[config.mk]
export PLATFORM = sky130hd
export DESIGN_NAME = stage_ctrl_regs
export DESIGN_NICKNAME = d
export VERILOG_FILES = /design/src/common/ctrl_flow_pkg.sv /design/src/backend/stage_ctrl_regs.sv
export VERILOG_INCLUDE_DIRS = /design/src /design/src/common
export SDC_FILE = /design/constraint.sdc
export NUM_CORES = 1
export LEC_CHECK = 0
export BUFFER_PORTS_ARGS = -buffer_cell sky130_fd_sc_hd__buf_4
export CAP_MARGIN = 30
export CORE_AREA = 2 2 130 163
export CTS_CLUSTER_DIAMETER = 40
export DETAILED_ROUTE_END_ITERATION = 7
export DIE_AREA = 0 0 132 165
export GPL_ROUTABILITY_DRIVEN = 0
export PLACE_DENSITY = 0.73
export RECOVER_POWER = 50
export SLEW_MARGIN = 20
export SYNTH_ARGS = -nofsm -noshare
export SYNTH_HDL_FRONTEND = slang
export SYNTH_SLANG_ARGS = --single-unit
export TNS_END_PERCENT = 1
[constraint.sdc]
create_clock -name clk -period 1.5 [get_ports clk]
set_input_delay 0.375 -clock clk [delete_from_list [all_inputs] [get_ports clk]]
set_output_delay 0.375 -clock clk [all_outputs]
set_load 0.1 [all_outputs]
[src/common/backend_settings.svh]
`ifndef BACKEND_SETTINGS_SVH
`define BACKEND_SETTINGS_SVH

// datapath widths
`define BE_XLEN 32
`define BE_REG_AW 5

// operands per instruction
`define BE_SRC_REGS 2

// forwarding network shape
`define BE_PIPES 2
`define BE_FWD_STAGES 3 // m1, m2, wb
`define BE_STAGES 3 // ex, m1, m2 have stall/clear

`endif
[src/common/ctrl_flow_pkg.sv]
`include "backend_settings.svh"

package ctrl_flow_pkg;

	typedef enum logic [3:0] {
		ALU_ADD  = 4'd0,
		ALU_SUB  = 4'd1,
		ALU_AND  = 4'd2,
		ALU_OR   = 4'd3,
		ALU_XOR  = 4'd4,
		ALU_SLT  = 4'd5,
		ALU_SLTU = 4'd6,
		ALU_LUI  = 4'd7, // passes imm
		ALU_LINK = 4'd8  // pc + 4
	} alu_op_e;

	// one-hot source vectors, bit0 always means keep the held value
	typedef struct packed {
		logic                      pipe_sel; // 0 own pipe, 1 other pipe
		logic [`BE_FWD_STAGES:0]   ex_src;   // keep, m1, m2, wb
		logic [`BE_FWD_STAGES-1:0] m1_src;   // keep, m2, wb
		logic [`BE_FWD_STAGES-2:0] m2_src;   // keep, wb
	} fwd_info_t;

	typedef struct packed {
		logic                         valid;
		alu_op_e                      alu_op;
		logic                         use_imm; // operand 1 replaced by imm
		logic [`BE_XLEN-1:0]          imm;
		logic [`BE_REG_AW-1:0]        w_reg;   // zero means no write
		logic                         revert;
		fwd_info_t [`BE_SRC_REGS-1:0] fwd;
	} ctrl_flow_t;

endpackage

[src/backend/stage_ctrl_regs.sv]
`include "backend_settings.svh"

module stage_ctrl_regs (
	input  logic                      clk,
	input  logic                      rst_n,
	input  logic                      issue_i,
	input  logic [`BE_STAGES-1:0]     stall_vec_i, // ex, m1, m2
	input  logic [`BE_STAGES-1:0]     clr_vec_i,
	input  ctrl_flow_pkg::ctrl_flow_t ctrl_flow_i,
	output ctrl_flow_pkg::ctrl_flow_t ex_ctrl_o,
	output ctrl_flow_pkg::ctrl_flow_t m1_ctrl_o,
	output ctrl_flow_pkg::ctrl_flow_t m2_ctrl_o,
	output ctrl_flow_pkg::ctrl_flow_t wb_ctrl_o
);

	// ex stage
	always_ff @(posedge clk) begin
		if (!rst_n) begin
			ex_ctrl_o <= '0;
		end else if (!stall_vec_i[0]) begin
			ex_ctrl_o <= issue_i ? ctrl_flow_i : '0;
		end else begin
			// stalled, so follow the producer as it moves down the pipe
			for (int i = 0; i < `BE_SRC_REGS; i++) begin
				if ((!stall_vec_i[1] && ex_ctrl_o.fwd[i].ex_src[1]) ||
				    (!stall_vec_i[2] && ex_ctrl_o.fwd[i].ex_src[2]) ||
				    ex_ctrl_o.fwd[i].ex_src[3]) begin
					ex_ctrl_o.fwd[i].ex_src <= {ex_ctrl_o.fwd[i].ex_src[2:1], 1'b0,
					                            ~|ex_ctrl_o.fwd[i].ex_src[2:1]};
					ex_ctrl_o.fwd[i].m1_src <= {ex_ctrl_o.fwd[i].m1_src[1], 1'b0,
					                            ~ex_ctrl_o.fwd[i].m1_src[1]};
					ex_ctrl_o.fwd[i].m2_src <= 2'b01;
				end
			end
		end
	end

	// m1 stage
	always_ff @(posedge clk) begin
		if (!rst_n) begin
			m1_ctrl_o <= '0;
		end else if (!stall_vec_i[1]) begin
			if (clr_vec_i[0] || stall_vec_i[0]) begin
				m1_ctrl_o <= '0; // bubble
			end else begin
				m1_ctrl_o <= ex_ctrl_o;
			end
		end else begin
			for (int i = 0; i < `BE_SRC_REGS; i++) begin
				if ((!stall_vec_i[2] && m1_ctrl_o.fwd[i].m1_src[1]) ||
				    m1_ctrl_o.fwd[i].m1_src[2]) begin
					m1_ctrl_o.fwd[i].m1_src <= {m1_ctrl_o.fwd[i].m1_src[1], 1'b0,
					                            ~m1_ctrl_o.fwd[i].m1_src[1]};
					m1_ctrl_o.fwd[i].m2_src <= 2'b01;
				end
			end
		end
	end

	// m2 stage
	always_ff @(posedge clk) begin
		if (!rst_n) begin
			m2_ctrl_o <= '0;
		end else if (!stall_vec_i[2]) begin
			if (clr_vec_i[1] || stall_vec_i[1]) begin
				m2_ctrl_o <= '0;
			end else begin
				m2_ctrl_o <= m1_ctrl_o;
			end
		end else begin
			for (int i = 0; i < `BE_SRC_REGS; i++) begin
				if (m2_ctrl_o.fwd[i].m2_src[1]) begin
					m2_ctrl_o.fwd[i].m2_src <= 2'b01; // wb value now captured
				end
			end
		end
	end

	// wb never stalls
	always_ff @(posedge clk) begin
		if (!rst_n) begin
			wb_ctrl_o <= '0;
		end else if (clr_vec_i[2] || stall_vec_i[2]) begin
			wb_ctrl_o <= '0;
		end else begin
			wb_ctrl_o <= m2_ctrl_o;
		end
	end

	// holds across issue, advance and every retarget step
	for (genvar i = 0; i < `BE_SRC_REGS; i++) begin : g_src_chk
		a_src_onehot: assert property (@(posedge clk) disable iff (!rst_n)
			$onehot0(ex_ctrl_o.fwd[i].ex_src) && $onehot0(m1_ctrl_o.fwd[i].m1_src) &&
			$onehot0(m2_ctrl_o.fwd[i].m2_src))
			else $error("stored forward source %0d not one-hot", i);
	end

endmodule

==> qor.yml <==
synthArstFlopShare_pct: 0
synth_area_leaders: "dfxtp_1 (57%), nand3b_1 (9.5%), a21oi_1 (7.1%)"
grt.total_usage_pct: 30.4
std_cell_rows: 58
die_w_microns: 132
firstDrtPassIters: 7
antenna_found_initial: 0
first_global_vias: 8933
synth_cells: 948
path_common_cell: "clkbuf_2"
cts_tree: "yes"
place_ws_ns: 0.0398
path_buf_inv: 3
skew_ns: 0.0158
slew_violations: 0
start_util_pct: 44.6
cts_root_buf: "clkbuf_16"
worst_pin_slew_ns: 1.02
postCtsHoldBufs: 0
cts_max_path_buffers: 3
max_slew_margin_pct: 32.0
clk_pin_slew_worst_paths_ns: 0.07
clk_latency_ns: 0.54
grt_start_max_net_pins: 74
post-synth-top-area-cell: "dfxtp_1"
final_area_sq_um: 16400
synth_fp_nets: 1021
leakagePower_uw: 0.00622
ant_nets: 0
synth.distinct_cells: 33
end_kind: "flop"
max_freq_ghz: 0.624
startpoint_type: "primary input"
synth_seq_cells: 256
netlist_area_sq_um: 8960
status: "finished with violations"
required_ns: 1.95
cp_max_fo: 37
drt_iter0_drc: 871
drt-total-wl_microns: 37600
num_vias: 8900
core-area_sq_um: 20100
fin_nets: 1340
cts_sinks: 256
hpwlAfterDp_microns: 19100
io_buffer_count: 328
arrival_ns: 2.05
violations: "negative setup slack"
path_delay_family: "buffers and inverters"
synth_most_common_cell: "dfxtp_1"
power_density_nw_per_um2: 994
min_path_type: "primary input to flop"
synth.top_cell.area_share_pct: 57.2
setup_viol: 20
max_stage_delay_ns: 0.75
hold_violations: 0
ys_warn_count: 0
synth.top_cells.by_count: "dfxtp_1 (256), a21oi_1 (127), nand2_1 (125)"
placed_area_sq_um: 11900
slowest_stage: "clkbuf_2"
peakVddDrop_v: 0.00111
wl_per_cell_microns: 24.1
antenna_cells: 0
period_share_pct: 107
crit_type: "primary input to flop"
io_pins: 329
fp.dieH_microns: 165
htree_levels: 1
syn_avg_cell_area_sq_um: 9.45
final_critical_path_setup_slack_ns: -0.104
grt-ovfl-total: 0
yosysSeqAreaShare_pct: 57.2
viasPerCell: 5.71
path_cells: "clkbuf_2 > buf_4 > clkbuf_2 > a22oi_1 > nor2_1"
period_needed_ns: 1.60
ys.flop_type: "dfxtp_1"
max_cap_violations: 0
rsz0062_at_grt: "yes"
synth-edff-count: 0
die-area_sq_um: 21800
drc: 0
cts_buffers: 30
fin_tns_setup_ns: -0.508
grt_pass1_wl_microns: 52100
drive_gt1_share_pct: 50.3
area_growth_syn_to_layout_pct: 83.0
[area by class of cell]
cell class	instances	area [sq um]
Timing Repair Buffer	370	5880
Tap cell	270	338
Fill cell	986	3710
Clock buffer	38	822
Inverter	1	6.26
Clock inverter	17	171
Multi-Input combinational cell	608	3500
Sequential cell	256	5670
[path summary, 6_finish.rpt]
kind	start	endpoint	slack, ns	cells after the start
worst max-delay path	stall_vec_i[0]	ex_ctrl_o[55]	-0.10	5
worst min-delay path	ctrl_flow_i[3]	ex_ctrl_o[3]	0.06	3
worst min register to register	ex_ctrl_o[2]	m1_ctrl_o[2]	0.49	2
worst max register to register	ex_ctrl_o[18]	ex_ctrl_o[13]	0.09	4
[per-layer routing]
metal / vias up / GRT usage (%) / part of all wire [%]
met5: - / 0 / 0
met4: 0 / 12.8 / 4.8
met3: 130 / 5.89 / 6.9
met2: 543 / 56.5 / 54
met1: 4330 / 34.0 / 34
li1: 3897 / - / -
[sequential cells by signal (all words and copies together) (netlist names)]
signal and cells:
m1_ctrl_o 64, m2_ctrl_o 64, ex_ctrl_o 64, wb_ctrl_o 64
[layout by cell type (no fill, tap or decap), drive strengths merged, types with 5 or more instances in the layout]
| cell | Yosys | final |
|---|---|---|
| buf | 34 | 359 |
| nor2b | 7 | 7 |
| o21ai | 10 | 10 |
| a22oi | 53 | 53 |
| nor2 | 55 | 55 |
| nand3b | 113 | 113 |
| nand2b | 6 | 6 |
| inv | 1 | 5 |
| a21o | 6 | 6 |
| nand3 | 6 | 6 |
| clkinv | 0 | 9 |
| and2 | 66 | 66 |
| nand2 | 125 | 125 |
| clkbuf | 49 | 49 |
| dfxtp | 256 | 256 |
| a21oi | 127 | 127 |
| and3 | 6 | 6 |
| o41ai | 6 | 6 |
[kinds of logic (layout without fill, tap and decap cells)]
kind of cell | after synthesis | in the layout | synth area share, %
DFF | 256 | 256 | 57.2
AOI/OAI and AO/OA | 214 | 214 | 14.4
buffers and inverters | 84 | 426 | 3.99
and+or+nand+nor | 394 | 394 | 24.4
[power by group]
group	switching, uW	internal (uW)
clock network	3060	4270
registers	155	6750
logic	1310	747
[through the flow]
| step | total power [uW] | hold slack [ns] | utilization [%] | std cells |
|---|---|---|---|---|
| finish | 16300 | 0.0620 | 81.5 | 1560 |
| CTS | 16300 | 0.0508 | 78.9 | 1556 |
| floorplan | 8300 | 0.505 | - | 948 |
| global route | 16700 | 0.0623 | 81.5 | 1560 |
| detailed placement | 8910 | 0.467 | 59.4 | 1500 |
| global placement | 8890 | 0.457 | 59.4 | 1500 |
[tightest hold or removal path: cells and delay by family]
kind	cells	cell delay (ns)
AOI/OAI and AO/OA	1	0.06
and+or+nand+nor	1	0.05
buffers and inverters	1	0.08
[repair_timing]
action | CTS | global route
setup endpoints to repair | 256 | 152
gates resized for setup | 843 | 203
cloned | 0 | 0
buffers inserted | 1 | 4
Note: power is estimated with default switching activity, not from simulation.
