[src/common/backend_settings.svh]
`ifndef BACKEND_SETTINGS_SVH
`define BACKEND_SETTINGS_SVH

// datapath widths
`define BE_XLEN 32
`define BE_REG_AW 5

// operands per instruction
`define BE_SRC_REGS 2

// forwarding network shape
`define BE_PIPES 2
`define BE_FWD_STAGES 3 // m1, m2, wb
`define BE_STAGES 3 // ex, m1, m2 have stall/clear

`endif
[src/common/data_flow_pkg.sv]
`include "backend_settings.svh"

package data_flow_pkg;

	typedef logic [`BE_XLEN-1:0] word_t;

	typedef struct packed {
		word_t                    pc;
		word_t [`BE_SRC_REGS-1:0] reg_data;
		word_t                    result;
	} data_flow_t;

	// [pipe][stage], stage 0 m1, 1 m2, 2 wb
	typedef word_t [`BE_PIPES-1:0][`BE_FWD_STAGES-1:0] fwd_src_t;

endpackage

[src/backend/stage_data_regs.sv]
`include "backend_settings.svh"

module stage_data_regs (
	input  logic                      clk,
	input  data_flow_pkg::data_flow_t data_flow_i,
	input  logic [`BE_STAGES-1:0]     stall_vec_i, // ex, m1, m2
	input  data_flow_pkg::data_flow_t ex_fwd_i,
	input  data_flow_pkg::data_flow_t m1_fwd_i,
	input  data_flow_pkg::data_flow_t m2_fwd_i,
	output data_flow_pkg::data_flow_t ex_raw_o,
	output data_flow_pkg::data_flow_t m1_raw_o,
	output data_flow_pkg::data_flow_t m2_raw_o,
	output data_flow_pkg::data_flow_t wb_data_o
);

	// a stalled stage keeps its forwarded operands so the source may move on
	always_ff @(posedge clk) begin
		if (stall_vec_i[0]) begin
			ex_raw_o <= ex_fwd_i;
		end else begin
			ex_raw_o <= data_flow_i;
		end
	end

	always_ff @(posedge clk) begin
		if (stall_vec_i[1]) begin
			m1_raw_o <= m1_fwd_i;
		end else begin
			m1_raw_o <= ex_fwd_i; // carries the ALU result
		end
	end

	always_ff @(posedge clk) begin
		if (stall_vec_i[2]) begin
			m2_raw_o <= m2_fwd_i;
		end else begin
			m2_raw_o <= m1_fwd_i;
		end
	end

	always_ff @(posedge clk) begin
		wb_data_o <= m2_fwd_i;
	end

endmodule

[config.mk]
export PLATFORM = sky130hd
export DESIGN_NAME = stage_data_regs
export DESIGN_NICKNAME = d
export VERILOG_FILES = /design/src/common/data_flow_pkg.sv /design/src/backend/stage_data_regs.sv
export VERILOG_INCLUDE_DIRS = /design/src /design/src/common
export SDC_FILE = /design/constraint.sdc
export NUM_CORES = 1
export LEC_CHECK = 0
export BUFFER_PORTS_ARGS = -buffer_cell sky130_fd_sc_hd__buf_2
export CAP_MARGIN = 20
export CORE_AREA = 2 2 402 404
export DETAILED_ROUTE_END_ITERATION = 7
export DIE_AREA = 0 0 404 406
export GPL_TIMING_DRIVEN = 0
export HOLD_SLACK_MARGIN = 0.03
export PLACE_DENSITY_LB_ADDON = 0.08
export SETUP_SLACK_MARGIN = 0.15
export SLEW_MARGIN = 25
export SYNTH_ARGS = -nofsm -noshare
export SYNTH_HDL_FRONTEND = slang
export SYNTH_SLANG_ARGS = --single-unit
[constraint.sdc]
create_clock -name clk -period 0.8 [get_ports clk]
set_input_delay 0.04 -clock clk [delete_from_list [all_inputs] [get_ports clk]]
set_output_delay 0.04 -clock clk [all_outputs]
set_load 0.005 [all_outputs]
==> results of run 1 <==
[layout make-up]
cell class / instances / area share, %
Antenna cell: 12 / 0.0885
Buffer: 42 / 2.60
Clock buffer: 111 / 6.34
Clock inverter: 22 / 0.937
Multi-Input combinational cell: 384 / 13.5
Sequential cell: 512 / 31.4
Tap cell: 2086 / 7.69
Timing Repair Buffer: 1602 / 37.4
[what timing repair did]
action | in CTS | in global routing
cloned | 0 | 0
endpoints found under the hold margin | 512 | 404
hold buffers | 580 | 15
endpoints found under the setup margin | 512 | 568
buffers inserted | 0 | 18
resized for setup | 459 | 255
[sequential cells by signal (all words and copies together) (netlist names)]
register	cells
m1_raw_o	128
wb_data_o	128
ex_raw_o	128
m2_raw_o	128
[kinds of logic after synthesis]
kind of cell	after synthesis	share of synthesized area (%)
mux	384	28.6
buf+inv	42	3.53
flops	512	67.8
[synth_stat cells]
library cell,count
buf_6,18
mux2_2,384
clkbuf_8,24
dfxtp_1,512
[power by group]
group	switching (uW)	internal [uW]
Combinational	4200	7050
Clock	13400	20000
Sequential	714	27600
[through the flow]
stage | worst slack [ns] | total power [uW] | cells | hold slack, ns | setup TNS [ns]
after detailed placement | -0.362 | 36400 | 4048 | 0.156 | -58.56
after global placement | -0.363 | 36500 | 4048 | 0.155 | -57.58
after global routing | -0.489 | 76400 | 4766 | -0.347 | -206.08
after floorplan | 0.0459 | 31200 | 938 | 0.0677 | 0
final | -0.403 | 73000 | 4771 | -0.286 | -158.30
after CTS | -0.506 | 74400 | 4761 | -0.377 | -209.27
[per-layer routing]
layer	up-vias	wire length (um)	part of all wire, %	GRT usage, %
met5	-	13	0.013	0
met4	2	4210	4.4	4.77
met3	152	7510	7.8	3.98
met2	635	50400	52	20.7
met1	6718	34400	36	11.4
li1	6635	-	-	-
[path summary, 6_finish.rpt]
path,to,depth (start not counted)
worst max-delay path,ex_raw_o[22],1
worst min-delay path,m2_raw_o[3]$_DFF_P_,2
==> run metrics, run 1 <==
MaxCap Viol Count 0; PortBufs just over 1k; Final min period between 1 and 1.5 ns; detailed-route DRC error count 0; WS Path Type reg -> out; critical path peak fanout 1; total clock sinks between 500 and 600; iteration count of the initial detailed-routing pass 4; Via Count roughly 14k; share of layout cells above drive strength 1 between 70% and 80%; register area 10600 um2; CTS tree done; CP startpoint kind flip-flop; Net Count, Synth 1454; synth top area cells dfxtp_1, mux2_2, clkbuf_8, buf_6; Slew Viols, Final 0; wire per inst slightly above 20 um; Nets approximately 3.1k; area of the multi-input gates 4590 um2; vias in the first global route about 16k; worst-margin pin slew 0.302 ns; Hold/Removal Path Class in -> reg; clk buf depth 3; flops & latches, synth ~510; First DRT Iteration DRCs between 300 and 400; area post-placement about 23000 um2; grt total ovfl 0; WP buf/inv 1; first-pass GRT wire length roughly 130000 um; CP max stage cell dfxtp_4; via density per instance roughly 3.0; num ports between 1k and 1.5k; Critical Path Max Stage Delay just under 0.4 ns; Avg Cell Area, Syn between 15 and 20 um2; post-route cell area approximately 34000 um2; HPWL after detailed placement between 70000 and 80000 um; CP Cell Sequence buf_6; post-synthesis sequential area ratio about two thirds; Netlist cell types 4; P_leak between 0.01 and 0.015 uW; RSZ-0062 raised after global routing yes; Reg clk slew, reported paths ~0.060 ns; final hold slack -0.286 ns; total CTS buffers 73; Filler Cell Count 17.4k; Starting Density around a tenth; # setup viols final about 510; crit-path leading delay family flip-flops; die height ~410 um; Final period util 150%; worst setup margin -0.403 ns; Critical Path AT 1.16 ns; Post-DRT Antenna Nets 0; max_slew headroom 79.9%; Total GRT Usage approximately 11%; commonest non-fill, non-tap cell in the layout buf_2; initial antenna violation count 21; synth-to-layout area growth 125%; die width ~400 um; Syn. warnings 0; fmax 831 MHz; Hold Startpoint stall_vec_i[2]; peak supply drop about 1.5 mV; die footprint 164000 um2; Power Dens Cells 2150 nW/um2; Rows 147; Required @ worst endpoint approximately 0.76 ns; largest net degree at the start of global routing 12; Syn Inst Count 938; area leader, netlist dfxtp_1; status finished with violations; violated checks hold timing, setup timing; Final Core Density between 20% and 30%; Yosys top cell area share between 60% and 70%; Core Area between 150000 and 200000 um2; highest-count cells in the layout ignoring fill and taps buf_2, dlygate4sd3_1, mux2_2; Fin. Hold Viols 160; Crit. Startpoint ex_raw_o[22]$_DFF_P_; Mapped Area around 15000 um2; Placer Congestion 0.795; root buf cell clkbuf_16; H-tree levels 3; final WL just under 100000 um; CP Capture Type primary output
Note: power is estimated with default switching activity, not from simulation.
==> run 2: changes to the inputs <==
==> constraint.sdc (replaced) <==
create_clock -name clk -period 0.8 [get_ports clk]
set_input_delay 0.08 -clock clk [delete_from_list [all_inputs] [get_ports clk]]
set_output_delay 0.08 -clock clk [all_outputs]
set_load 0.005 [all_outputs]
==> run 2 against run 1 <==
Against the previous run:
- the run still ends with hold timing, setup timing left
- setup slack got worse by 0.018 ns
- die area did not move
- flip-flop and latch count did not move
- via count fell by 2.1%
- hold slack improved by 0.079 ns
- final area fell by 2.1%
- wire length fell by 1.8%
- maximum frequency fell by 1.5%
- combinational power fell by 4%
- final cell count fell by 1.5%
- sequential share of layout area rose by 0.59 points
- total power rose by 0.23%
==> run metrics, run 2 (synthesis results as in run 1) <==
wire per inst 20.2 um (-0.31%); Placer Congestion 0.748 (-5.9%); iteration count of the initial detailed-routing pass 4 (unchanged); MaxCap Viol Count 0 (unchanged); crit-path leading delay family flip-flops; grt total ovfl 0 (unchanged); Critical Path AT 1.14 ns (-0.02 ns); worst-margin pin slew 0.216 ns (-0.0856 ns); RSZ-0062 raised after global routing yes; vias in the first global route 15.8k (-2.8%); PortBufs 1024 (unchanged); root buf cell clkbuf_16; Reg clk slew, reported paths 0.06 ns (about the same); Total GRT Usage 11.1% (-0.16 points); Rows 147 (unchanged); die footprint 164000 um2 (unchanged); CP Cell Sequence buf_6; highest-count cells in the layout ignoring fill and taps buf_2, dlygate4sd3_1, mux2_2; commonest non-fill, non-tap cell in the layout buf_2; detailed-route DRC error count 0 (unchanged); Post-DRT Antenna Nets 0 (unchanged); CP Capture Type primary output; Via Count 13.8k (-2.1%); initial antenna violation count 21 (unchanged); Slew Viols, Final 0 (unchanged); Hold-fix buffers, CTS 515 (-11%); worst setup margin -0.421 ns (-0.0181 ns); synth-to-layout area growth 120%; peak supply drop 1.28 mV (-15%); First DRT Iteration DRCs 233 (-25%); CP max stage cell dfxtp_4; die width 404 um (unchanged); setup_tns -179.14 ns (-20.84 ns); Hold Startpoint stall_vec_i[0]; max_slew headroom 85.5% (+5.7 points); CTS tree done; worst hold path cell count 2 (unchanged); status finished with violations; WP buf/inv 1 (unchanged); Post-CTS Setup Bufs 0 (unchanged); total clock sinks 512 (unchanged); clk buf depth 3 (unchanged); Required @ worst endpoint 0.72 ns (-0.04 ns); Fin. Hold Viols 62 (-61%); Final min period 1.22 ns (+0.0181 ns); die height 406 um (unchanged); Critical Path Max Stage Delay 0.37 ns (-0.02 ns); share of layout cells above drive strength 1 70.9% (+0.24 points); first-pass GRT wire length 125000 um (-1.5%); HPWL after detailed placement 77100 um (-1.0%); CP startpoint kind flip-flop; Nets 3065 (-2.1%); final hold slack -0.208 ns (+0.0788 ns); Final Core Density 20.8% (-0.45 points); critical path peak fanout 1 (unchanged); fmax 819 MHz (-1.5%); Overall Power 73200 uW (+0.23%); Power Dens Cells 2200 nW/um2 (+2.4%); final WL 94800 um (-1.8%); violated checks hold timing, setup timing; # setup viols final 512 (unchanged); hold worst-path end ex_raw_o[126]$_DFF_P_; num ports 1028 (unchanged); Starting Density 9.46% (unchanged); total CTS buffers 74 (+1.4%); Core Area 160000 um2 (unchanged); via density per instance 2.95 (-0.64%); Hold/Removal Path Class in -> reg; H-tree levels 3 (unchanged); Final period util 153% (+2.3 points); largest net degree at the start of global routing 12 (unchanged); P_leak 0.0146 uW (-2.4%); WS Path Type reg -> out
[run 2: worst max path at each step]
stage,startpoint,end,slack (ns),depth (start not counted)
floorplan,stall_vec_i[0],ex_raw_o[10]$_DFF_P_,0.006,3
global placement,stall_vec_i[1],m1_raw_o[68]$_DFF_P_,-0.29,3
detailed placement,stall_vec_i[1],m1_raw_o[68]$_DFF_P_,-0.30,3
CTS,ex_raw_o[82]$_DFF_P_,ex_raw_o[82],-0.53,1
global route,ex_raw_o[82]$_DFF_P_,ex_raw_o[82],-0.52,1
finish,ex_raw_o[82]$_DFF_P_,ex_raw_o[82],-0.42,1
[run 2: per-stage QoR]
step | worst slack [ns] | std cells | hold slack [ns] | area, um2
detailed placement | -0.301 | 4048 | 0.196 | 23500
global route | -0.520 | 4696 | -0.260 | 33200
finish | -0.421 | 4700 | -0.208 | 33200
floorplan | 0.00591 | 938 | 0.108 | 15800
global placement | -0.292 | 4048 | 0.196 | 23500
CTS | -0.534 | 4696 | -0.286 | 32400
[run 2: layer usage]
| layer | part of all wire, % | GRT usage, % |
|---|---|---|
| met1 | 36 | 11.4 |
| met2 | 52 | 20.3 |
| met3 | 8.2 | 4.01 |
| met4 | 3.3 | 4.43 |
| met5 | 0.12 | 0 |
[run 2: layout make-up]
cell class	count	area, um2
clock inverter	31	359
clock buffer	102	2140
buffer	42	882
antenna	8	20.0
timing repair buffer	1535	11900
multi-input combinational	384	4680
fill	17400	126000
tap	2086	2610
sequential	512	10600
[run 2: where the power goes]
group,switching (uW),total (uW),internal [uW]
clock,13300,34000,20700
combinational,4070,10900,6790
sequential,714,28300,27600
total,18100,73200,55100
[run 2: repair_timing]
action | in CTS | in global routing
endpoints found under the hold margin | 512 | 298
endpoints found under the setup margin | 512 | 516
gates resized for setup | 421 | 226
