===== src/common/backend_settings.svh =====
`ifndef BACKEND_SETTINGS_SVH
`define BACKEND_SETTINGS_SVH

// datapath widths
`define BE_XLEN 32
`define BE_REG_AW 5

// operands per instruction
`define BE_SRC_REGS 2

// forwarding network shape
`define BE_PIPES 2
`define BE_FWD_STAGES 3 // m1, m2, wb
`define BE_STAGES 3 // ex, m1, m2 have stall/clear

`endif

===== src/common/data_flow_pkg.sv =====
`include "backend_settings.svh"

package data_flow_pkg;

	typedef logic [`BE_XLEN-1:0] word_t;

	typedef struct packed {
		word_t                    pc;
		word_t [`BE_SRC_REGS-1:0] reg_data;
		word_t                    result;
	} data_flow_t;

	// [pipe][stage], stage 0 m1, 1 m2, 2 wb
	typedef word_t [`BE_PIPES-1:0][`BE_FWD_STAGES-1:0] fwd_src_t;

endpackage


===== src/common/ctrl_flow_pkg.sv =====
`include "backend_settings.svh"

package ctrl_flow_pkg;

	typedef enum logic [3:0] {
		ALU_ADD  = 4'd0,
		ALU_SUB  = 4'd1,
		ALU_AND  = 4'd2,
		ALU_OR   = 4'd3,
		ALU_XOR  = 4'd4,
		ALU_SLT  = 4'd5,
		ALU_SLTU = 4'd6,
		ALU_LUI  = 4'd7, // passes imm
		ALU_LINK = 4'd8  // pc + 4
	} alu_op_e;

	// one-hot source vectors, bit0 always means keep the held value
	typedef struct packed {
		logic                      pipe_sel; // 0 own pipe, 1 other pipe
		logic [`BE_FWD_STAGES:0]   ex_src;   // keep, m1, m2, wb
		logic [`BE_FWD_STAGES-1:0] m1_src;   // keep, m2, wb
		logic [`BE_FWD_STAGES-2:0] m2_src;   // keep, wb
	} fwd_info_t;

	typedef struct packed {
		logic                         valid;
		alu_op_e                      alu_op;
		logic                         use_imm; // operand 1 replaced by imm
		logic [`BE_XLEN-1:0]          imm;
		logic [`BE_REG_AW-1:0]        w_reg;   // zero means no write
		logic                         revert;
		fwd_info_t [`BE_SRC_REGS-1:0] fwd;
	} ctrl_flow_t;

endpackage


===== src/design/exec_unit.sv =====
`include "backend_settings.svh"

module exec_unit (
	input  ctrl_flow_pkg::ctrl_flow_t ctrl_i,
	input  data_flow_pkg::data_flow_t opnd_i,
	output data_flow_pkg::word_t      result_o
);

	data_flow_pkg::word_t src_a;
	data_flow_pkg::word_t src_b;

	assign src_a = opnd_i.reg_data[0];
	assign src_b = ctrl_i.use_imm ? ctrl_i.imm : opnd_i.reg_data[1];

	always_comb begin
		case (ctrl_i.alu_op)
			ctrl_flow_pkg::ALU_ADD: begin
				result_o = src_a + src_b;
			end
			ctrl_flow_pkg::ALU_SUB: begin
				result_o = src_a - src_b;
			end
			ctrl_flow_pkg::ALU_AND: result_o = src_a & src_b;
			ctrl_flow_pkg::ALU_OR:  result_o = src_a | src_b;
			ctrl_flow_pkg::ALU_XOR: result_o = src_a ^ src_b;
			ctrl_flow_pkg::ALU_SLT: begin
				result_o = data_flow_pkg::word_t'($signed(src_a) < $signed(src_b));
			end
			ctrl_flow_pkg::ALU_SLTU: begin
				result_o = data_flow_pkg::word_t'(src_a < src_b);
			end
			ctrl_flow_pkg::ALU_LUI: begin
				result_o = ctrl_i.imm; // imm arrives already shifted
			end
			ctrl_flow_pkg::ALU_LINK: begin
				// return address for calls
				result_o = opnd_i.pc + data_flow_pkg::word_t'(4);
			end
			default: begin
				result_o = '0;
			end
		endcase
	end

endmodule


===== config.mk =====
export PLATFORM = sky130hd
export DESIGN_NAME = exec_unit
export DESIGN_NICKNAME = d
export VERILOG_FILES = /design/src/common/data_flow_pkg.sv /design/src/common/ctrl_flow_pkg.sv /design/src/design/exec_unit.sv
export VERILOG_INCLUDE_DIRS = /design/src /design/src/common
export SDC_FILE = /design/constraint.sdc
export NUM_CORES = 1
export LEC_CHECK = 0
export ABC_AREA = 1
export BUFFER_PORTS_ARGS = -buffer_cell sky130_fd_sc_hd__buf_2
export CAP_MARGIN = 15
export CORE_UTILIZATION = 51
export DETAILED_ROUTE_END_ITERATION = 6
export PLACE_DENSITY = 0.81
export SYNTH_ARGS = -nofsm -noshare
export SYNTH_HDL_FRONTEND = slang
export SYNTH_SLANG_ARGS = --single-unit

===== constraint.sdc =====
create_clock -name vclk -period 2.8
set_input_delay 0.28 -clock vclk [all_inputs]
set_output_delay 0.28 -clock vclk [all_outputs]
set_load 0.01 [all_outputs]

==> results by stage, run 1 <==
Timing:
- Setup repair after global routing could not meet its margin everywhere.
- Of the available clock period, the critical path in the final layout requires 1.002.
- At the pin with the least slew margin, the transition time is 0.7705 ns.
- The maximum operating frequency is 356.3 MHz.
- The final period demand of the worst path is 2.807 ns.
- The total of endpoints with negative setup slack in the final report is 1.
- In this run the tightest slew margin relative to its limit is 0.4845.
- The number of hold-slack violations in the final timing report is 0.
- The final-report max-slew violation count is 0.
- The setup slack after layout is -0.006695 ns.
- The final sum of negative setup slack is -0.006695 ns.

Route:
- The average detailed-routed wire length per instance is 18.22 µm.
- The remaining antenna violation count after routing is 0.
- In the routed layout, each cell is associated on average with a via count of 5.626.
- Summing over every cut layer, the via total after detailed routing is 12730.
- The DRC marker count from the first detailed-route iteration is 1631.
- Summed over all layers, the routed wires come to 41.22 mm.
- After detailed routing, the number of remaining DRC violations is 2.
- The number of detailed-route iterations in the first pass is 7.

Worst setup path:
- The type of element capturing the critical path is a primary output.
- Of all nets on the critical path, the largest fanout is 9.
- Among all stages on the critical path, the largest delay is contributed by sky130_fd_sc_hd__ha_4.
- The worst setup path is launched from an input pin.
- At the worst endpoint, the arrival time is 2.53 ns.
- The critical path goes through buf_12, buf_12, buf_8, nand2_1, o21ai_4, ha_4, buf_4, nand2_1, nand2_1, nand2_1, nand2_1, nand2_1, nand2_1, a21oi_2, nand2_1, nand2_1, nand3_1, nand3_1, buf_2.
- Data on the critical path is required at its endpoint by 2.52 ns.
- The cell that appears most often on the critical path is sky130_fd_sc_hd__nand2_1.
- The cell type group with the largest total delay on the critical path is simple AND/OR/NAND/NOR gates.
- The largest single stage delay on the critical path is 0.26 ns.
- The critical path is of the input pin to primary output type.
- Counting both buffers and inverters, the worst setup path holds a total of 5.

Power and ir drop:
- For this design the static power due to leakage is 6.890 nW.
- The total chip power is 2.682 mW.
- Of the total power, the share spent switching nets is 0.5924.
- The internal portion of the total power is 1.093 mW.
- In this run the power density over the cells is 228.7 nW/µm².
- The register share of total power is 0.
- The worst-case IR drop observed on VDD is 0.1298 mV.
- Of the total power, combinational logic draws 1.000.
- The power spent charging and discharging nets is 1.589 mW.
- The clock network fraction of total power is 0.

Global routing:
- The overall fraction of global-route tracks in use is 0.4635.
- After global routing the overflow that remains totals 0.
- The initial antenna violation count is 1.
- The number of global-route vias before repair was 11250.
- The pin count of the biggest net entering global routing is 25.
- The first global-routing pass estimated 58.64 mm of wire.

Synth:
- The net count after synthesis is 1983.
- The share of the Yosys chip area taken by registers is 0.
- The mapped netlist covers 8228 µm².
- Dividing the synthesized area by the synthesized cell count gives 4.869 µm².
- By area the synthesized netlist is led by sky130_fd_sc_hd__nand2_1 26%, sky130_fd_sc_hd__inv_1 16%, sky130_fd_sc_hd__ha_1 15%.
- The number of unique standard cell types used by synthesis is 41.
- Of the post-synthesis cell area, the dominant cell type holds 0.2582.
- During synthesis, Yosys emitted a total of 0 warnings.
- Synthesis produced 1690 cells.
- Summed over all instances, the cell type with the most area after synthesis is sky130_fd_sc_hd__nand2_1.

Floorplan:
- The vertical die dimension is 129.0 µm.
- The total area inside the core boundary comes to 15830 µm².
- The count of standard-cell rows is 46.
- The die area is 16640 µm².
- The top-level port count is 224.
- From left edge to right edge, the die measures 129.0 µm.
- The effective utilization at floorplan is 0.5198.

Run status:
- The flow ran to the end, but the final reports show violations.
- The checks that failed: DRC, setup timing.

Cells and area:
- The register cell area after layout is 0 µm².
- There are 0 flip-flops and latches.
- The number of filler instances in the final layout is 1383.
- The number of clock-tree buffers in the layout is 0.
- The multi-input combinational cell area is 7381 µm².
- The net count of the finished layout is 2341.
- From synthesis to final layout, the design area changed by 42.49%.
- The number of antenna diodes is 0.
- Of the cells placed in the final design, the portion with a size suffix greater than 1 is 0.2923.
- In the layout the commonest cells are 529 x sky130_fd_sc_hd__nand2_1, 345 x sky130_fd_sc_hd__inv_1, 224 x sky130_fd_sc_hd__buf_4.
- The library cell used most frequently in the layout, excluding fill and tap cells, is sky130_fd_sc_hd__nand2_1.

Placement:
- The congestion estimate from routability-driven global placement came to 1.044.
- The wire-length estimate of the detail-placed layout is 32.01 mm.
- Input and output buffers added on the ports amount to 165.

Clock network:
- The number of buffers inserted by hold repair at cts is 0.

Flow run:
- The max-cap check violation count is 0.

Hold path:
- The path category of the worst min-delay check is input pin to primary output.
[metal layers]
layer / up-vias / GRT usage / wire, µm
li1: 5990 / - / -
met3: 197 / 0.08258 / 5531
met5: - / 0 / 0
met2: 919 / 0.7285 / 17390
met1: 5619 / 0.6048 / 15660
met4: 0 / 0.2422 / 2638
[path summary, 6_finish.rpt]
check	from	end	slack [ns]	cells past startpoint
worst max-delay path	ctrl_i[58]	result_o[25]	-0.007	19
worst min-delay path	opnd_i[97]	result_o[1]	0.92	4
[stage by stage]
step	cell area, µm²	utilization	hold WS (ns)	setup slack, ns	instances
3_5_place_dp	10780	0.6809	0.9092	-0.1735	2249
3_3_place_gp	10780	0.6809	0.9125	-0.1450	2249
5_1_grt	11720	0.7407	0.9398	-0.1143	2262
4_1_cts	11100	0.7016	0.9097	0.001087	2254
6_report	11720	0.7407	0.9171	-0.006695	2262
2_1_floorplan	8229	-	0.7224	0.05208	1690
[repair_timing]
action | in CTS | in global routing
gates resized for setup | 93 | 135
pin swaps | 10 | 22
cloned | 1 | 3
setup endpoints to repair | 26 | 29
buffers inserted | 4 | 5
endpoints found under the hold margin | 0 | 0
[power by group through the flow]
stage,logic (mW),registers [mW],clock network (mW)
5_1_grt,2.87,0,0
6_report,2.68,0,0
4_1_cts,2.40,0,0
3_5_place_dp,2.28,0,0
2_1_floorplan,1.23,0,0
3_3_place_gp,2.24,0,0
[cell families after synthesis]
logic type      share of synthesized area
xor+xnor                         0.002129
compound gates                     0.1534
buf+inv                            0.1945
simple gates                       0.4945
fa+ha+maj                          0.1554
[area by class of cell]
type	instances	area share
Multi-Input combinational cell	1279	0.6296
Tap cell	216	0.02305
Inverter	371	0.1188
Timing Repair Buffer	396	0.2286
[synth_stat cells]
cell type	number
sky130_fd_sc_hd__o21bai_1	6
sky130_fd_sc_hd__nor3_4	1
sky130_fd_sc_hd__nor3_1	19
sky130_fd_sc_hd__nand2_1	566
sky130_fd_sc_hd__a21boi_0	2
sky130_fd_sc_hd__nand4_1	28
sky130_fd_sc_hd__o22ai_1	28
sky130_fd_sc_hd__fa_1	2
sky130_fd_sc_hd__clkbuf_1	12
sky130_fd_sc_hd__nand3_1	159
sky130_fd_sc_hd__clkinv_1	3
sky130_fd_sc_hd__ha_1	99
sky130_fd_sc_hd__inv_1	354
sky130_fd_sc_hd__nor2_8	1
sky130_fd_sc_hd__nor2_2	15
sky130_fd_sc_hd__clkbuf_2	1
sky130_fd_sc_hd__nor2_1	134
sky130_fd_sc_hd__nor3b_1	3
sky130_fd_sc_hd__o21ai_1	2
sky130_fd_sc_hd__nor3_2	2
sky130_fd_sc_hd__a21oi_1	73
sky130_fd_sc_hd__a21o_1	5
sky130_fd_sc_hd__nor4_1	2
sky130_fd_sc_hd__o2111ai_1	3
sky130_fd_sc_hd__o211ai_1	5
sky130_fd_sc_hd__a31oi_1	1
sky130_fd_sc_hd__nand2_2	6
sky130_fd_sc_hd__a221oi_1	5
sky130_fd_sc_hd__a211oi_1	14
sky130_fd_sc_hd__or2_2	4
sky130_fd_sc_hd__xor2_1	2
sky130_fd_sc_hd__nor2_4	5
sky130_fd_sc_hd__buf_2	18
sky130_fd_sc_hd__o21ai_0	72
sky130_fd_sc_hd__a21oi_2	2
sky130_fd_sc_hd__nand3b_1	2
sky130_fd_sc_hd__buf_4	9
sky130_fd_sc_hd__inv_2	14
sky130_fd_sc_hd__and3_1	1
sky130_fd_sc_hd__and2_1	8
sky130_fd_sc_hd__o221ai_1	2
Note: power is estimated with default switching activity, not from simulation.
==> inputs of run 2 (changes only) <==
Settings changed: ABC_AREA 1 to unset, CORE_MARGIN set to 2, CORE_UTILIZATION 51 to 48.
==> run 2 against run 1 <==
  * The run still ends with DRC, setup timing left
  * Combinational power barely moved
  * Hold slack improved by 0.017 ns
  * Sequential cell count unchanged
  * Die area fell by 17%
  * Area after synthesis shrank 25%
  * Global-route usage is 7.3 points lower
==> results by stage, run 2 <==
Floorplan:
- The count of standard-cell rows is 41.
- For this configuration, the core starts out at a cell density of 0.4913.
- The total area inside the core boundary comes to 12620 µm².
- The die area is 13840 µm².
- Measured along the x axis, the die boundary spans 117.7 µm.
- 224 I/O pins were placed.
- The vertical die dimension is 117.7 µm.

Timing:
- The worst slew margin relative to its limit is 0.5984.
- Setup repair after global routing could not meet its margin everywhere.
- The maximum operating frequency is 265.3 MHz.
- The final sum of negative setup slack is -19.20 ns.
- At the pin with the least slew margin, the transition time is 0.5873 ns.
- Dividing the final minimum period by the clock period gives 1.346.
- Final hold analysis gives a worst-case slack of 0.9338 ns.
- The final period demand of the worst path is 3.770 ns.
- The number of hold-slack violations in the final timing report is 0.
- Setup violations remaining at the end of the flow were counted as 30.
- The setup slack after layout is -0.9695 ns.
- The final-report max-slew violation count was 0.

Global routing:
- The overall fraction of global-route tracks in use is 0.3907.
- In the global route stage, met2 resource usage came out at 0.6820.
- In this run the most used layer during global routing was met2.
- The initial antenna violation count was 1.
- The number of global-route vias before repair is 9404.
- For met3 alone, demand over resource in global routing was 0.05087.
- The global-route wire length before repair is 45.55 mm.
- For met1 alone, demand over resource in global routing was 0.4694.
- Entering global routing, the biggest net connects 22 pins.
- After global routing the overflow that remains totals 0.

Synth:
- The number of unique standard cell types used by synthesis is 82.
- The net count after synthesis is 1212.
- The complex-gate fraction of the synthesized area came to 0.3956.
- Of the total synthesized cell area, the portion taken by full adders, half adders and majority gates is 0.2063.
- The synthesized netlist occupies a cell area of 6200 µm².
- The synthesis warning total is 0.
- The multiplexer share of the synthesized area is 0.05732.
- The commonest cells after synthesis are 99 x sky130_fd_sc_hd__ha_1, 91 x sky130_fd_sc_hd__inv_1, 76 x sky130_fd_sc_hd__a21oi_1.
- The post-synthesis xor/xnor area fraction is 0.04662.
- The number of standard cells after synthesis is 919.
- Among all cell types in the netlist, the one instantiated most often is sky130_fd_sc_hd__ha_1.
- By area, the combinational part of the netlist is dominated by compound AO/OA/AOI/OAI gates.
- The simple-gate portion of the synthesized area is 0.2022.
- The cell type with the largest total area after synthesis is sky130_fd_sc_hd__ha_1.
- After synthesis, the mean cell area works out to 6.746 µm².
- By area the synthesized netlist is led by sky130_fd_sc_hd__ha_1 20%, sky130_fd_sc_hd__a21oi_1 6.1%, sky130_fd_sc_hd__inv_1 5.5%.
- The sequential cell area fraction in the yosys report is 0.
- The top cell type's share of synthesized area is 0.1998.

Cells and area:
- The layout cell share with drive strength beyond 1 is 0.4853.
- The library cells used most frequently in the layout, excluding fill and tap cells, are 277 x sky130_fd_sc_hd__buf_4, 163 x sky130_fd_sc_hd__buf_2, 88 x sky130_fd_sc_hd__inv_1.
- The most common cell after layout, fill and taps aside is sky130_fd_sc_hd__buf_4.
- The synthesis-to-finish area growth is 70.35%.
- The number of antenna diodes is 0.
- After layout, the clock buffer instance count stands at 0.
- The net count of the finished layout is 1620.
- In the final layout, flip-flops and latches occupy 0 µm².
- The number of flip-flops and latches is 0.

Run status:
- The final reports fail on DRC, setup timing.
- The run finished, with violations left.

Route:
- The detail route stage leaves a number of antenna-violating nets equal to 0.
- The overall via count from detail_route is 10120.
- In the final routed layout, each cell accounts on average for 22.93 µm.
- After detailed routing, the number of remaining DRC violations is 4.
- The wire length after detailed routing is 34.32 mm.
- The number of detailed-route iterations in the first pass is 7.
- Dividing the detail-routed via count by the number of cells gives 6.762.
- The DRC marker count from the first detailed-route iteration is 1301.

Hold path:
- The path category of the worst min-delay check is input pin to primary output.

Power and ir drop:
- The cell area power density is 254.3 nW/µm².
- Summing internal, switching and leakage power gives 2.685 mW.
- The analysis attributes to cell leakage a power of 5.131 nW.
- The peak supply drop is 0.1392 mV.

Placement:
- Detailed placement finished with a half-perimeter wire length of 21.24 mm.
- The number of buffers inserted by port buffering is 165.
- The worst slack after detailed placement is -1.017 ns.
- The global placement routability congestion is 0.9924.

Worst setup path:
- The critical path launch point type is an input pin.
- At the worst endpoint, the arrival time is 3.49 ns.
- The type of element capturing the critical path is a primary output.
- By startpoint and endpoint, the worst setup path is classified as input pin to primary output.
- The worst path required time is 2.52 ns.
- The maximum net fanout on the critical path is 5.

Clock network:
- The number of buffers inserted by hold repair at cts is 0.

Flow run:
- The max-cap check violation count is 0.
## run 2: changes by cell type after synthesis, sizes merged, moves of 16 or more
cell	previous run	this run
nand4	28	6
a22oi	0	19
mux2i	0	34
nand3	159	19
nor2	155	72
inv	368	92
xor2	2	18
nand2	572	74
clkbuf	13	42
## run 2: layer usage
| layer | share of wire | vias to the layer above |
|---|---|---|
| met5 | 0 | - |
| met4 | 0.092 | 0 |
| met3 | 0.12 | 365 |
| met2 | 0.45 | 1011 |
| met1 | 0.33 | 4539 |
| li1 | - | 4207 |
## run 2: area by class of cell
type | instances | area, µm²
fillers | 737 | 2058
repair buffers | 462 | 3186
multi-input cells | 771 | 6810
inverters | 92 | 350.3
well taps | 172 | 215.2
## run 2: path summary, 6_finish.rpt
| path | start | endpoint | slack, ns | depth (start not counted) |
|---|---|---|---|---|
| min | ctrl_i[38] | result_o[12] | 0.93 | 4 |
| max | ctrl_i[58] | result_o[30] | -0.97 | 16 |
## run 2: timing repair
action                                  CTS  global route
endpoints found under the setup margin   29            29
gates resized for setup                 120           104
buffers inserted                         16            16
endpoints found under the hold margin     0             0
cloned                                    1             0
pin swaps                                35            69
## run 2: kinds of logic after synthesis
| family | Yosys count |
|---|---|
| AO/OA/AOI/OAI | 345 |
| XOR/XNOR | 33 |
| adder cells (fa/ha/maj) | 101 |
| buffers and inverters | 148 |
| multiplexers | 35 |
| AND/OR/NAND/NOR | 257 |
## run 2: stage by stage
| stage | instance area (µm²) | util | std cells |
|---|---|---|---|
| 3_3_place_gp | 9288 | 0.7360 | 1476 |
| 3_5_place_dp | 9288 | 0.7360 | 1476 |
| 2_1_floorplan | 6431 | - | 919 |
| 4_1_cts | 10010 | 0.7935 | 1492 |
| 6_report | 10560 | 0.8369 | 1497 |
| 5_1_grt | 10560 | 0.8369 | 1497 |
## run 2: where the power goes
| part | switching, mW | internal, mW |
|---|---|---|
| Clock | 0 | 0 |
| Sequential | 0 | 0 |
| Combinational | 1.46 | 1.23 |
| Total | 1.46 | 1.23 |
## run 2: worst max-delay path, stage by stage
cell and delay, ns:
sky130_fd_sc_hd__buf_12 0.12, sky130_fd_sc_hd__buf_12 0.16, sky130_fd_sc_hd__buf_12 0.15, sky130_fd_sc_hd__mux2i_4 0.31, sky130_fd_sc_hd__inv_1 0.09, sky130_fd_sc_hd__ha_2 0.23, sky130_fd_sc_hd__a21oi_1 0.26, sky130_fd_sc_hd__o211ai_1 0.18
sky130_fd_sc_hd__and2_4 0.20, sky130_fd_sc_hd__a2111oi_4 0.50, sky130_fd_sc_hd__o41ai_4 0.20, sky130_fd_sc_hd__buf_4 0.17, sky130_fd_sc_hd__nand2_2 0.06, sky130_fd_sc_hd__mux2i_1 0.25, sky130_fd_sc_hd__o221ai_2 0.13, sky130_fd_sc_hd__buf_2 0.16
==> inputs of run 3 (changes only) <==
==> constraint.sdc (replaced) <==
create_clock -name vclk -period 2.8
set_input_delay 0.56 -clock vclk [all_inputs]
set_output_delay 0.56 -clock vclk [all_outputs]
set_load 0.01 [all_outputs]
==> run 3 against run 2 <==
  * The run now fails in global routing
  * Synthesized cell count unchanged
  * Area after synthesis stayed put
==> results by stage, run 3 <==
Synth:
- The mean post-synth cell area is 6.746 µm².
- Counting instances in the post-synthesis netlist gives the leading cell types as 99 x sky130_fd_sc_hd__ha_1, 91 x sky130_fd_sc_hd__inv_1, 76 x sky130_fd_sc_hd__a21oi_1.
- After synthesis, the cell types taking the most area are sky130_fd_sc_hd__ha_1 20%, sky130_fd_sc_hd__a21oi_1 6.1%, sky130_fd_sc_hd__inv_1 5.5%.
- The top cell type's share of synthesized area is 0.1998.
- The sequential cell area fraction in the yosys report is 0.
- The synthesis warning total is 0.
- Yosys instantiated no cell more often than sky130_fd_sc_hd__ha_1.
- The number of unique standard cell types used by synthesis is 82.
- The number of standard cells after synthesis is 919.
- The synthesized design spends more area on one cell type than any other, namely sky130_fd_sc_hd__ha_1.
- The mapped cell area is 6200 µm².
- The net count after synthesis is 1212.

Placement:
- Port buffering added 165 buffers.
- The number of placed cells counting well taps is 1522.
- Summed over all nets, the half-perimeter wirelength after detailed placement is 22.77 mm.
- Routability-driven placement finished with a final weighted congestion of 1.058.

Floorplan:
- The top-level port count is 224.
- For this configuration, the core starts out at a cell density of 0.4913.
- The count of standard-cell rows is 41.
- In this run the horizontal extent of the chip is 117.7 µm.
- The vertical die dimension is 117.7 µm.

Run status:
- The tool reported: "[ERROR GRT-0232] Routing congestion too high. Check the congestion heatmap in the GUI".
- The last stage the flow got to is global routing.
- The flow did not finish.

Clock network:
- For this design, the CTS-stage hold fixing added 0 buffers.

Timing:
- When the global-route repair_timing finished, the worst setup path ended at result_o[30].
- The type of pin the worst path ends at is a top-level output.

Global routing:
- The overall fraction of global-route tracks in use is 0.8634.
- The pin count of the biggest net entering global routing is 20.
- The total overflow reported by the global router is 296.
## run 3: cell counts after synthesis
Identical to the previous run, type by type.
## run 3: cell families after synthesis
group           Yosys count  share of synthesized area
simple gates            257                     0.2022
compound gates          345                     0.3956
fa+ha+maj               101                     0.2063
xor+xnor                 33                    0.04662
buf+inv                 148                    0.09203
mux                      35                    0.05732
## run 3: through the flow
step	hold WS, ns	utilization	setup slack [ns]	cell area, µm²	setup TNS (ns)
2_1_floorplan	1.257	-	-1.190	6471	-22.01
3_3_place_gp	1.461	0.7727	-1.438	9751	-33.47
3_5_place_dp	1.470	0.7727	-1.512	9751	-37.06
4_1_cts	1.477	0.8439	-1.331	10650	-31.12
## run 3: what timing repair did
| action | CTS |
|---|---|
| resized for setup | 137 |
| buffers inserted | 29 |
| setup endpoints to repair | 31 |
| pin swaps | 92 |
## run 3: metal layers
| layer | global-route usage | GRT overflow |
|---|---|---|
| met5 | 0.3382 | 0 |
| met3 | 0.7418 | 11 |
| met2 | 1.010 | 171 |
| met4 | 0.9405 | 106 |
| met1 | 0.8305 | 8 |
==> inputs of run 4 (changes only) <==
Settings changed: CORE_UTILIZATION 48 to 40, PLACE_DENSITY 0.81 to unset, PLACE_DENSITY_LB_ADDON set to 0.15.
Clock period 2.8 ns to 3.64 ns, I/O delays scaled along.
==> run 4 against run 3 <==
  * The flow now finishes, with violations (setup timing)
==> results by stage, run 4 (same netlist as run 2, synthesis figures left out) <==
Flow run:
- The tool flagged a number of max-cap violations equal to 0.

Worst setup path:
- Data on the critical path arrives at its endpoint at 3.81 ns.
- The number of buffer and inverter stages on the critical path is 5.
- The cell type group with the largest total delay on the critical path is simple AND/OR/NAND/NOR gates.
- The delay of the slowest cell on the worst path is 0.47 ns.
- The maximum net fanout on the critical path is 6.
- For the worst setup path, the data required time is 2.91 ns.
- The type of element capturing the critical path is a primary output.
- By startpoint and endpoint, the worst setup path is classified as input pin to primary output.
- The worst setup path is launched from an input pin.
- The largest individual stage delay along the critical path comes from the cell sky130_fd_sc_hd__or4_4.
- Traced cell by cell, the critical path runs through buf_12, buf_8, buf_12, mux2i_4, ha_4, buf_6, and3b_2, nand2_2, a2111oi_4, nor4_4, o31ai_2, nor2b_2, or4_4, mux2_4, o21ai_4, buf_6.

Global routing:
- The number of global-route vias before repair came to 8582.
- The total overflow left after global routing is 0.
- The pin count of the biggest net entering global routing is 21.
- The first global-routing pass estimated 43.38 mm of wire.
- In the global route stage, overall resource usage came out at 0.3245.
- The initial antenna violation count came to 0.

Cells and area:
- 0 antenna diodes ended up in the layout.
- The count of cells in the finished layout, fillers not included, comes to 1547.
- In the layout the commonest cells are 300 x sky130_fd_sc_hd__buf_4, 163 x sky130_fd_sc_hd__buf_2, 90 x sky130_fd_sc_hd__inv_1.
- Summing all non-filler instances in the final layout gives an area of 10920 µm².
- The number of clock-tree buffers in the layout is 0.
- The net count of the finished layout is 1654.
- Leaving out fill and tap cells, the most frequent cell in the layout is sky130_fd_sc_hd__buf_4.
- Across the whole layout, storage elements account for 0 µm².
- The number of flip-flops and latches is 0.
- The post-route core utilization is 0.7210.
- Relative to the synthesized area, the layout overhead comes to 76.15%.
- In the final layout, the share of cells above drive strength 1 is 0.5136.

Route:
- Dividing the detail-routed wire length by the instance count gives 18.35 µm.
- Summing over every cut layer, the via total after detailed routing is 8908.
- The number of detailed-route iterations in the first pass is 5.
- For this block, the routed nets add up to 28.39 mm of wire.
- Using the TritonRoute via totals, the vias-per-cell ratio works out to 5.758.
- The DRC marker count from the first detailed-route iteration is 659.
- The remaining antenna violation count after routing is 0.
- After detailed routing, the number of remaining DRC violations is 0.

Floorplan:
- The die covers 16510 µm².
- The width of the die is 128.5 µm.
- The placeable core area is 15150 µm².
- The top-level port count is 224.
- In this run the core area contains 45 standard-cell rows.
- The initial utilization of the core area, before any placement, comes to 0.4093.
- The vertical die dimension is 128.5 µm.

Timing:
- Hold is met by 1.799 ns.
- The setup slack after layout is -0.8980 ns.
- Setup violations remaining at the end of the flow were counted as 28.
- Setup repair after global routing could not meet its margin everywhere.
- For the pin with the worst max-slew slack, the measured transition is 0.6552 ns.
- Headroom to the max-slew limit came out at 0.5598.
- The final-report max-slew violation count came to 0.
- The number of hold-slack violations in the final timing report is 0.
- Static timing analysis puts the maximum clock frequency at 220.4 MHz.
- The fraction of the cycle the final worst path needs is 1.247.
- Adding up every negative setup slack in the final design gives -17.99 ns.
- After layout, the minimum clock period comes to 4.538 ns.

Placement:
- Input and output buffers added on the ports amount to 165.
- The HPWL after detailed placement is 21.91 mm.
- The number of placed instances, taps included, is 1503.
- Routability-driven placement finished with a final weighted congestion of 0.9487.
- OpenSTA, run right after detailed placement, puts the worst setup slack at -1.072 ns.
- The placed instances occupy a cell area of 9403 µm².

Power and ir drop:
- The clock network fraction of total power is 0.
- The share of total power dissipated in combinational logic is 1.000.
- The cell internal power dissipation is 0.9917 mW.
- The total chip power is 1.999 mW.
- The share of total power dissipated in sequential elements is 0.
- In this run the power spent charging and discharging nets is 1.007 mW.
- In this run the power density over the cells is 183.0 nW/µm².
- The peak supply drop is 0.09764 mV.
- Of the total power, the share spent switching nets is 0.5038.
- For this design the static power due to leakage is 5.278 nW.

Run status:
- The flow ran to the end, but the final reports show violations.
- The final reports fail on setup timing.

Hold path:
- The path category of the worst min-delay check is input pin to primary output.

Clock network:
- The number of buffers inserted by hold repair at cts is 0.
run 4: final cells by class:
| type | instances | area (µm²) |
|---|---|---|
| fill | 1254 | 4225 |
| inverter | 92 | 347.8 |
| multi-input combinational | 771 | 6848 |
| tap | 188 | 235.2 |
| timing repair buffer | 496 | 3490 |
run 4: what timing repair did:
| item | 4_1_cts | 5_1_grt |
|---|---|---|
| resized for setup | 133 | 109 |
| setup buffers | 26 | 23 |
| gates cloned | 1 | 0 |
| pin swaps | 56 | 60 |
| setup endpoints to repair | 29 | 30 |
run 4: worst min-delay path, stage by stage:
cell	delay [ns]
sky130_fd_sc_hd__buf_2	0.09
sky130_fd_sc_hd__a221oi_1	0.06
sky130_fd_sc_hd__o21ai_1	0.06
sky130_fd_sc_hd__buf_2	0.13
run 4: path summary, 6_finish.rpt:
check	start	to	slack [ns]	depth (start not counted)
worst max-delay path	ctrl_i[58]	result_o[25]	-0.90	16
worst min-delay path	ctrl_i[30]	result_o[4]	1.80	4
run 4: power groups by stage:
stage                     clock, mW  combinational (mW)  sequential [mW]
after floorplan                   0               0.843                0
after global placement            0                1.59                0
after detailed placement          0                1.59                0
after CTS                         0                1.80                0
after global routing              0                2.14                0
final                             0                2.00                0
run 4: per-layer routing:
layer | up-vias | routed length, µm | track usage
li1 | 4286 | - | -
met1 | 4181 | 11670 | 0.4034
met2 | 365 | 13830 | 0.5742
met3 | 76 | 1821 | 0.04241
met4 | 0 | 1077 | 0.1164
met5 | - | 0 | 0
